[src/mpreg_settings.svh]
// sizing for the mpreg execute cluster.
// MP_AW must equal log2 of MP_NREG and stay at 5 or below to fit the instruction word.
`ifndef MPREG_SETTINGS_SVH
`define MPREG_SETTINGS_SVH

// data width of registers and ALU lanes.
`define MP_DW 32

// register file size.
`define MP_NREG 32

// register address width.
`define MP_AW 5

// write-back queue depth in pairs, also the source credit count.
`define MP_WBQ_PAIRS 4

`endif

[src/mpreg_pkg.sv]
// instruction words are 32 bits whatever MP_DW is.
// opcodes 8 to 15 are unused and decode as an empty lane.
`include "mpreg_settings.svh"

package mpreg_pkg;

	typedef enum logic [3:0] {
		NOP  = 4'h0,
		ADD  = 4'h1,
		SUB  = 4'h2,
		AND  = 4'h3,
		XOR  = 4'h4,
		ADDI = 4'h5,
		LI   = 4'h6,
		ACC  = 4'h7
	} mp_op_e;

	// register form.
	typedef struct packed {
		mp_op_e opcode;
		logic [`MP_AW-1:0] rd;
		logic [`MP_AW-1:0] rs1;
		logic [`MP_AW-1:0] rs2;
		logic [32-4-3*`MP_AW-1:0] pad;
	} mp_r_form_s;

	// immediate form, imm is sign extended.
	typedef struct packed {
		mp_op_e opcode;
		logic [`MP_AW-1:0] rd;
		logic [`MP_AW-1:0] rs1;
		logic [32-4-2*`MP_AW-16-1:0] pad;
		logic [15:0] imm;
	} mp_i_form_s;

	typedef union packed {
		mp_r_form_s r;
		mp_i_form_s i;
	} mp_instr_u;

	typedef struct packed {
		logic valid;
		logic [`MP_AW-1:0] rd;
		logic [`MP_DW-1:0] data;
		logic acc;
	} mp_result_s;

endpackage

[src/mpreg_if.sv]
// lane-indexed operand link and pair result link.
// both are point to point inside mpreg_top.
`timescale 1ns/10ps
`include "mpreg_settings.svh"

interface mp_op_if import mpreg_pkg::*; ();
	logic valid;
	mp_op_e opc [2];
	logic [`MP_AW-1:0] rd [2];
	logic [`MP_DW-1:0] a [2];
	logic [`MP_DW-1:0] b [2];

	modport source (output valid, opc, rd, a, b);
	modport sink (input valid, opc, rd, a, b);
endinterface

interface mp_wb_if import mpreg_pkg::*; ();
	logic push;
	mp_result_s result0;
	mp_result_s result1;
	// one pulse per retired pair.
	logic credit;

	modport source (output push, result0, result1);
	modport sink (input push, result0, result1, output credit);
endinterface

[src/mp_regfile.sv]
// one write port, five asynchronous read ports, no write-to-read bypass.
// port 4 always reads the current write address.
`timescale 1ns/10ps
`include "mpreg_settings.svh"

module mp_regfile (
	input  logic clk4_i,
	input  logic rst_i,
	input  logic we_i,
	input  logic [`MP_AW-1:0] waddr_i,
	input  logic [`MP_DW-1:0] wdata_i,
	input  logic [`MP_AW-1:0] raddr0_i,
	input  logic [`MP_AW-1:0] raddr1_i,
	input  logic [`MP_AW-1:0] raddr2_i,
	input  logic [`MP_AW-1:0] raddr3_i,
	output logic [`MP_DW-1:0] rdata0_o,
	output logic [`MP_DW-1:0] rdata1_o,
	output logic [`MP_DW-1:0] rdata2_o,
	output logic [`MP_DW-1:0] rdata3_o,
	output logic [`MP_DW-1:0] rdata4_o
);

	logic [`MP_DW-1:0] mem [`MP_NREG];

	// whole array clears in the reset cycle.
	always_ff @(posedge clk4_i) begin
		if (rst_i) begin
			for (int i = 0; i < `MP_NREG; i++) begin
				mem[i] <= '0;
			end
		end else if (we_i) begin
			mem[waddr_i] <= wdata_i;
		end
	end

	assign rdata0_o = mem[raddr0_i];
	assign rdata1_o = mem[raddr1_i];
	assign rdata2_o = mem[raddr2_i];
	assign rdata3_o = mem[raddr3_i];

	// old destination value for accumulate.
	assign rdata4_o = mem[waddr_i];

endmodule

[src/mp_operand_fetch.sv]
// reads operands in the accept cycle, so the source must avoid in-flight writes.
// rs2 is still addressed for immediate forms and then ignored.
`timescale 1ns/10ps
`include "mpreg_settings.svh"

module mp_operand_fetch import mpreg_pkg::*; (
	input  logic clk4_i,
	input  logic rst_i,
	input  logic pair_valid_i,
	input  mp_instr_u instr0_i,
	input  mp_instr_u instr1_i,
	output logic [`MP_AW-1:0] raddr0_o,
	output logic [`MP_AW-1:0] raddr1_o,
	output logic [`MP_AW-1:0] raddr2_o,
	output logic [`MP_AW-1:0] raddr3_o,
	input  logic [`MP_DW-1:0] rdata0_i,
	input  logic [`MP_DW-1:0] rdata1_i,
	input  logic [`MP_DW-1:0] rdata2_i,
	input  logic [`MP_DW-1:0] rdata3_i,
	mp_op_if.source op
);

	mp_instr_u instr [2];
	logic [`MP_DW-1:0] rs1_val [2];
	logic [`MP_DW-1:0] rs2_val [2];

	function automatic logic is_imm(input mp_op_e opc);
		return (opc == ADDI) || (opc == LI);
	endfunction

	function automatic logic [`MP_DW-1:0] sext_imm(input mp_instr_u w);
		return {{(`MP_DW-16){w.i.imm[15]}}, w.i.imm};
	endfunction

	assign instr[0] = instr0_i;
	assign instr[1] = instr1_i;

	// ports 0 and 1 serve lane 0, ports 2 and 3 lane 1.
	assign raddr0_o = instr0_i.r.rs1;
	assign raddr1_o = instr0_i.r.rs2;
	assign raddr2_o = instr1_i.r.rs1;
	assign raddr3_o = instr1_i.r.rs2;

	assign rs1_val[0] = rdata0_i;
	assign rs2_val[0] = rdata1_i;
	assign rs1_val[1] = rdata2_i;
	assign rs2_val[1] = rdata3_i;

	always_ff @(posedge clk4_i) begin
		if (rst_i) begin
			op.valid <= 1'b0;
		end else begin
			op.valid <= pair_valid_i;
		end
	end

	always_ff @(posedge clk4_i) begin
		if (pair_valid_i) begin
			for (int l = 0; l < 2; l++) begin
				op.opc[l] <= instr[l].r.opcode;
				op.rd[l] <= instr[l].r.rd;
				if (is_imm(instr[l].i.opcode)) begin
					// li adds its immediate to zero.
					op.a[l] <= (instr[l].i.opcode == LI) ? '0 : rs1_val[l];
					op.b[l] <= sext_imm(instr[l]);
				end else begin
					op.a[l] <= rs1_val[l];
					op.b[l] <= rs2_val[l];
				end
			end
		end
	end

endmodule

[src/mp_exec_lanes.sv]
// two identical single-cycle ALU lanes.
// unknown opcodes give an empty lane, like NOP.
`timescale 1ns/10ps
`include "mpreg_settings.svh"

module mp_exec_lanes import mpreg_pkg::*; (
	input  logic clk4_i,
	input  logic rst_i,
	mp_op_if.sink op,
	mp_wb_if.source wb
);

	function automatic mp_result_s lane_alu(
		input mp_op_e opc,
		input logic [`MP_AW-1:0] rd,
		input logic [`MP_DW-1:0] a,
		input logic [`MP_DW-1:0] b
	);
		mp_result_s r;
		r.valid = 1'b1;
		r.rd = rd;
		r.acc = 1'b0;
		r.data = '0;
		case (opc)
			ADD, ADDI, LI: r.data = a + b;
			SUB: r.data = a - b;
			AND: r.data = a & b;
			XOR: r.data = a ^ b;
			ACC: begin
				// old destination is added in the queue.
				r.data = a;
				r.acc = 1'b1;
			end
			default: r.valid = 1'b0;
		endcase
		return r;
	endfunction

	always_ff @(posedge clk4_i) begin
		if (rst_i) begin
			wb.push <= 1'b0;
		end else begin
			wb.push <= op.valid;
		end
	end

	always_ff @(posedge clk4_i) begin
		if (op.valid) begin
			wb.result0 <= lane_alu(op.opc[0], op.rd[0], op.a[0], op.b[0]);
			wb.result1 <= lane_alu(op.opc[1], op.rd[1], op.a[1], op.b[1]);
		end
	end

endmodule

[src/mp_wb_queue.sv]
// has no full check, the source credits keep push below MP_WBQ_PAIRS pairs.
// an empty pair idles one cycle at the head before it pops.
`timescale 1ns/10ps
`include "mpreg_settings.svh"

module mp_wb_queue import mpreg_pkg::*; (
	input  logic clk4_i,
	input  logic rst_i,
	mp_wb_if.sink wb,
	output logic we_o,
	output logic [`MP_AW-1:0] waddr_o,
	output logic [`MP_DW-1:0] wdata_o,
	input  logic [`MP_DW-1:0] old_i
);

	localparam int PW = (`MP_WBQ_PAIRS > 1) ? $clog2(`MP_WBQ_PAIRS) : 1;
	localparam int CW = $clog2(`MP_WBQ_PAIRS + 1);

	mp_result_s q0 [`MP_WBQ_PAIRS];
	mp_result_s q1 [`MP_WBQ_PAIRS];
	logic [PW-1:0] wr_ptr;
	logic [PW-1:0] rd_ptr;
	logic [CW-1:0] count;
	logic lane_ptr;
	logic head_valid;
	logic sel1;
	logic last;
	logic pop;
	mp_result_s cur;

	function automatic logic [PW-1:0] next_ptr(input logic [PW-1:0] p);
		return (p == PW'(`MP_WBQ_PAIRS - 1)) ? '0 : p + 1'b1;
	endfunction

	assign head_valid = (count != '0);

	// lane 1 once lane 0 is done or empty.
	assign sel1 = lane_ptr || !q0[rd_ptr].valid;
	assign cur = sel1 ? q1[rd_ptr] : q0[rd_ptr];

	always_comb begin
		if (lane_ptr) begin
			last = 1'b1;
		end else if (q0[rd_ptr].valid) begin
			last = !q1[rd_ptr].valid;
		end else begin
			last = q1[rd_ptr].valid;
		end
	end

	assign pop = head_valid && last;
	assign wb.credit = pop;

	// write port, accumulate adds the value now at rd.
	assign we_o = head_valid && cur.valid;
	assign waddr_o = cur.rd;
	assign wdata_o = cur.acc ? cur.data + old_i : cur.data;

	always_ff @(posedge clk4_i) begin
		if (rst_i) begin
			wr_ptr <= '0;
			rd_ptr <= '0;
			count <= '0;
			lane_ptr <= 1'b0;
		end else begin
			if (wb.push) begin
				wr_ptr <= next_ptr(wr_ptr);
			end
			if (pop) begin
				rd_ptr <= next_ptr(rd_ptr);
				lane_ptr <= 1'b0;
			end else if (head_valid) begin
				lane_ptr <= 1'b1;
			end
			count <= count + CW'(wb.push) - CW'(pop);
		end
	end

	always_ff @(posedge clk4_i) begin
		if (wb.push) begin
			q0[wr_ptr] <= wb.result0;
			q1[wr_ptr] <= wb.result1;
		end
	end

endmodule

[src/mpreg_top.sv]
// dual-issue execute cluster, no hazard checks.
// the source holds MP_WBQ_PAIRS credits after reset and spends one per pair.
`timescale 1ns/10ps
`include "mpreg_settings.svh"

module mpreg_top (
	input  logic clk4_i,
	input  logic rst_i,
	input  logic pair_valid_i,
	input  logic [31:0] instr0_i,
	input  logic [31:0] instr1_i,
	output logic credit_o,
	output logic wb_valid_o,
	output logic [`MP_AW-1:0] wb_addr_o,
	output logic [`MP_DW-1:0] wb_data_o
);

	logic [`MP_AW-1:0] raddr [4];
	logic [`MP_DW-1:0] rdata [4];
	logic [`MP_DW-1:0] old_data;

	mp_op_if op_if ();
	mp_wb_if wb_if ();

	mp_operand_fetch mp_operand_fetch_i (
		.clk4_i       (clk4_i),
		.rst_i        (rst_i),
		.pair_valid_i (pair_valid_i),
		.instr0_i     (instr0_i),
		.instr1_i     (instr1_i),
		.raddr0_o     (raddr[0]),
		.raddr1_o     (raddr[1]),
		.raddr2_o     (raddr[2]),
		.raddr3_o     (raddr[3]),
		.rdata0_i     (rdata[0]),
		.rdata1_i     (rdata[1]),
		.rdata2_i     (rdata[2]),
		.rdata3_i     (rdata[3]),
		.op           (op_if.source)
	);

	mp_exec_lanes mp_exec_lanes_i (
		.clk4_i (clk4_i),
		.rst_i  (rst_i),
		.op     (op_if.sink),
		.wb     (wb_if.source)
	);

	// write-back outputs show the write port directly.
	mp_wb_queue mp_wb_queue_i (
		.clk4_i  (clk4_i),
		.rst_i   (rst_i),
		.wb      (wb_if.sink),
		.we_o    (wb_valid_o),
		.waddr_o (wb_addr_o),
		.wdata_o (wb_data_o),
		.old_i   (old_data)
	);

	mp_regfile mp_regfile_i (
		.clk4_i   (clk4_i),
		.rst_i    (rst_i),
		.we_i     (wb_valid_o),
		.waddr_i  (wb_addr_o),
		.wdata_i  (wb_data_o),
		.raddr0_i (raddr[0]),
		.raddr1_i (raddr[1]),
		.raddr2_i (raddr[2]),
		.raddr3_i (raddr[3]),
		.rdata0_o (rdata[0]),
		.rdata1_o (rdata[1]),
		.rdata2_o (rdata[2]),
		.rdata3_o (rdata[3]),
		.rdata4_o (old_data)
	);

	assign credit_o = wb_if.credit;

endmodule

[config.mk]
export PLATFORM = sky130hd
export DESIGN_NAME = mpreg_top
export DESIGN_NICKNAME = d
export VERILOG_FILES = /design/src/mpreg_pkg.sv /design/src/mpreg_if.sv /design/src/mp_regfile.sv /design/src/mp_operand_fetch.sv /design/src/mp_exec_lanes.sv /design/src/mp_wb_queue.sv /design/src/mpreg_top.sv
export VERILOG_INCLUDE_DIRS = /design/src
export SDC_FILE = /design/constraint.sdc
export NUM_CORES = 2
export LEC_CHECK = 0
export BUFFER_PORTS_ARGS = -buffer_cell sky130_fd_sc_hd__buf_2
export CORE_ASPECT_RATIO = 1.4
export CORE_MARGIN = 2
export CORE_UTILIZATION = 35
export DETAILED_ROUTE_END_ITERATION = 6
export HOLD_SLACK_MARGIN = 0.06
export SLEW_MARGIN = 20
export SYNTH_ARGS = -nofsm -noshare
export SYNTH_HDL_FRONTEND = slang
export SYNTH_SLANG_ARGS = --single-unit
[constraint.sdc]
create_clock -name clk4_i -period 7.3 [get_ports clk4_i]
set_input_delay 0.365 -clock clk4_i [delete_from_list [all_inputs] [get_ports clk4_i]]
set_output_delay 0.365 -clock clk4_i [all_outputs]
set_load 0.02 [all_outputs]
==> flow_summary.rst <==
.. list-table::
   :header-rows: 1

   * - Metric
     - Value
   * - CTS root buf
     - clkbuf_16
   * - Total area of multi-input combinational cells
     - about 0.053 mm2
   * - Chip width
     - 460 um
   * - Placed cell area
     - around 0.11 mm2
   * - Pre-Repair DR Iteration Count
     - 7
   * - Final net count
     - approximately 7,600
   * - Avg Synthesized Cell Area
     - about 14 um2
   * - Count of state elements after synthesis
     - 1,572
   * - Peak fanout along the critical path
     - 7
   * - Wire length reported by the detailed router
     - roughly 470,000 um
   * - Most used flip-flop cell after synthesis
     - edfxtp_1
   * - Transition at the pin with the smallest max-transition slack
     - roughly 1.3 ns
   * - Family with the most delay on the worst path
     - compound AO/OA/AOI/OAI gates
   * - Final hold slack
     - 0.100 ns
   * - Post-DP HPWL
     - approximately 280,000 um
   * - Core box area
     - just under 0.3 mm2
   * - Worst hold start
     - instr0_i[22]
   * - Total track usage
     - about 31%
   * - Post-route worst setup slack
     - -0.0725 ns
   * - Achievable frequency
     - 136 MHz
   * - Cell type with the largest total area after synthesis
     - edfxtp_1
   * - Initial antenna violation count
     - 29
   * - Top cells by area in the synthesized netlist
     - edfxtp_1, mux4_2, nor2_1
   * - Total die area
     - around 0.30 mm2
   * - Vertical die dimension
     - 642 um
   * - Global-route wire length before repair
     - about 640,000 um
   * - Synthesized netlist cell count
     - 7,417
   * - Category of the worst setup path capture point
     - primary output
   * - Num ports
     - between 100 and 150
   * - Number of buffer and inverter stages on the critical path
     - 7
   * - Worst slew margin
     - around a tenth
   * - Worst path required time
     - around 6.9 ns
   * - Critical-path cell with the highest stage delay
     - mux4_2
   * - Finished layout cell area
     - 0.115 mm2
   * - Post-Synthesis Net Count
     - 7,655
   * - Ratio of final minimum period to clock period
     - 101%
   * - Depth of the worst hold-timing path
     - 3
   * - Crit-path cells
     - buf_4 -> mux4_2 -> a21oi_1 -> nand2b_1 -> o31ai_1 -> buf_4 -> nand2_2 -> buf_4 -> o22ai_1 -> nor4_2 -> buf_4 -> ha_1 -> a21oi_1 -> nand4b_1 -> a2111oi_2 -> buf_4 -> o21ba_4 -> or4_4 -> a211oi_4 -> nor4_2 -> mux2i_4 -> xnor2_4 -> inv_2 -> buf_2
   * - Violated checks
     - DRC, setup timing
   * - MaxCap Viol Count
     - 0
   * - Layout cells sized above 1
     - 30.8%
   * - Clock Sinks
     - between 1,500 and 2,000
   * - Min cycle time layout
     - roughly 7.4 ns
   * - Worst-case reg-to-reg path depth
     - 25
   * - Yosys warns
     - 0
   * - Maximum clock skew at final layout
     - 0.0843 ns
   * - FF-to-FF End
     - mp_regfile_i.mem[26][31]
   * - Routability-driven placement congestion ratio
     - between 0.9 and 1
   * - Number of placement rows
     - between 200 and 250
   * - Post-detailed-route via-to-cell ratio
     - ~7.2
   * - Final setup fails
     - 5
   * - Startpoint class of the critical path
     - flip-flop
   * - Total via count after detailed routing
     - ~81,000
   * - Fraction of synthesized cell area taken by the top area cell type
     - between 40% and 50%
   * - Register area
     - ~0.047 mm2
   * - PortBufs
     - ~110
   * - Clock latency reported for the late side of the worst-skew pair
     - about 0.9 ns
   * - Worst reg2reg setup slack
     - roughly 0.64 ns
   * - Fraction of registers with async set/reset
     - 0%
   * - Portion of the post-synthesis area used by sequential elements
     - roughly 46%
   * - Final routed DRC violation total
     - 2
   * - Worst min-delay path category
     - in2reg
   * - Library cell appearing most often on the critical path
     - buf_4
   * - Mapped cell area
     - 0.102 mm2
   * - Largest net degree at the start of global routing
     - approximately 120
   * - H-tree levels
     - 4
   * - Arr. time, crit path
     - ~7.0 ns
   * - Remaining global-route overflow
     - 0
   * - Start-to-end type of the worst setup path
     - reg2out
   * - Area Overhead vs Synth
     - 12.9%
   * - Max Buffers Root-to-Sink
     - 4
   * - Run status
     - finished, violations left
   * - Filler instances
     - 26,438
   * - Number of synthesized flops with an enable pin
     - between 1,500 and 2,000
   * - End point of the worst hold path
     - mp_operand_fetch_i.op.a[32]
   * - Final Hold Fails
     - 0
   * - Average detailed-routed wire length per instance
     - around 42 um
   * - Count of final max-slew check failures
     - 0
   * - Register clock-pin slew on the reported worst setup and hold paths
     - 0.06 ns
   * - Effective utilization at floorplan
     - about a third
   * - Final ANT Viol Nets
     - 0
   * - Peak ir drop on the vdd network
     - between 0.0005 and 0.0006 V
   * - Number of global-route vias before repair
     - around 80,000
   * - Clock tree from TritonCTS
     - done
   * - Stage delay of the slowest cell on the critical path
     - approximately 0.58 ns
   * - Number of unique standard cell types used by synthesis
     - between 80 and 90
   * - Pwr Density
     - 402 mW/mm2
   * - Pleak
     - 0.0398 uW
   * - Violation count after the first detailed-routing iteration
     - 14,107
   * - Number of buffers inserted during clock tree synthesis
     - ~160
==> report_power, final <==
part           internal (uW)  switching (uW)  total (uW)  leakage, uW
registers              10600             658       11300       0.0157
logic                   8330           17900       26200       0.0215
clock network           4890            3800        8690      0.00258
==> per-layer routing <==
layer | up-vias | part of all wire, % | GRT usage [%]
met5 | - | 0.024 | 0
met3 | 2526 | 16 | 13.6
li1 | 29945 | - | -
met4 | 16 | 11 | 26.1
met1 | 40426 | 30 | 34.6
met2 | 8170 | 43 | 45.9
==> cell families after synthesis <==
| group | count (synthesis) | synth area share [%] |
|---|---|---|
| xor gates and xnor gates | 140 | 1.21 |
| adders and majority gates | 171 | 2.13 |
| DFF | 1572 | 46.3 |
| buffers and inverters | 833 | 3.18 |
| muxes | 1506 | 31.5 |
| and+or+nand+nor | 1949 | 7.97 |
| AOI/OAI and AO/OA | 1246 | 7.68 |
==> worst reg2reg max path, cell delays in order (launching register included) <==
cell       delay (ns)
dfxtp_4          0.39
buf_4            0.16
mux4_2           0.58
a21oi_1          0.31
nand2b_1         0.09
o31ai_1          0.11
buf_4            0.38
nand2_2          0.31
buf_4            0.28
o22ai_1          0.28
nor4_2           0.10
buf_4            0.14
ha_1             0.27
a21oi_1          0.31
nand4b_1         0.23
a2111oi_2        0.10
buf_4            0.15
o21ba_4          0.24
or4_4            0.50
a211oi_4         0.27
nor4_2           0.10
mux2i_4          0.48
xnor2_4          0.20
buf_4            0.21
buf_12           0.17
nor2_1           0.06
==> state kept, by name, indices dropped and copies added, names as in the netlist, named ones only <==
signal and flops:
mp_wb_queue_i.q1 156, mp_wb_queue_i.rd_ptr 2, mp_wb_queue_i.wr_ptr 2, mp_wb_queue_i.count 3, mp_regfile_i.mem 1024, mp_operand_fetch_i.op.b 64, mp_operand_fetch_i.op.rd 10, mp_operand_fetch_i.op.valid 1
mp_wb_queue_i.lane_ptr 1, mp_wb_queue_i.q0 156, mp_exec_lanes_i.wb.push 1, mp_exec_lanes_i.wb.result1 39, mp_exec_lanes_i.wb.result0 39, mp_operand_fetch_i.op.opc 8, mp_operand_fetch_i.op.a 64
==> layout make-up <==
type / count / area share (%)
well taps: 3776 / 4.11
flip-flops and latches: 1572 / 41.0
repair buffers: 508 / 4.20
clock buffers: 183 / 3.66
multi-input cells: 5014 / 45.7
inverters: 100 / 0.340
clock inverters: 97 / 0.929
diodes: 43 / 0.0936
==> worst max path at each step <==
stage	from	cells past startpoint	endpoint
CTS	flip-flop	22	wb_data_o[28]
floorplan	flip-flop	26	wb_data_o[30]
detailed placement	flip-flop	22	wb_data_o[31]
global route	flip-flop	23	wb_data_o[31]
finish	flip-flop	24	wb_data_o[31]
global placement	flip-flop	22	wb_data_o[31]
==> synthesized netlist by cell type, types with 115 or more instances <==
cell and instances:
edfxtp_1 1560, mux4_2 1358, nor2_1 1173, clkbuf_1 511, nand2_1 459, o22ai_1 403, o21ai_0 343, ha_1 167
buf_1 164, mux2i_1 130, a31oi_1 120, a21oi_1 115
==> cells in the final DEF, fill, tap and decap left out, types with 102 or more instances in the layout <==
cell type and instances:
a21oi_1 102, buf_4 291, a31oi_1 115, nor2_1 1167, edfxtp_1 1560, mux4_2 1358, nand2_1 426, mux2i_1 119
clkbuf_16 168, o21ai_0 332, o22ai_1 403, ha_1 165
==> metrics by stage <==
stage                     std cells  total power, uW  utilization (%)  worst slack [ns]  setup TNS [ns]
after floorplan                7417            24500                -              1.35               0
after global placement        10879            35100             37.3            -0.264           -7.77
after detailed placement      10880            35300             37.3            -0.280           -7.50
after CTS                     11230            44600             39.5           0.00250               0
after global routing          11251            47200             39.7           -0.0227         -0.0348
final                         11293            46200             39.7           -0.0725          -0.169
==> what timing repair did <==
item	in CTS	in global routing
setup endpoints to repair	69	18
pin swaps	8	20
hold endpoints to repair	68	0
gates resized for setup	48	40
setup buffers	21	16
gates cloned	5	3
hold buffers	44	0
(Power assumes the default switching activity.)
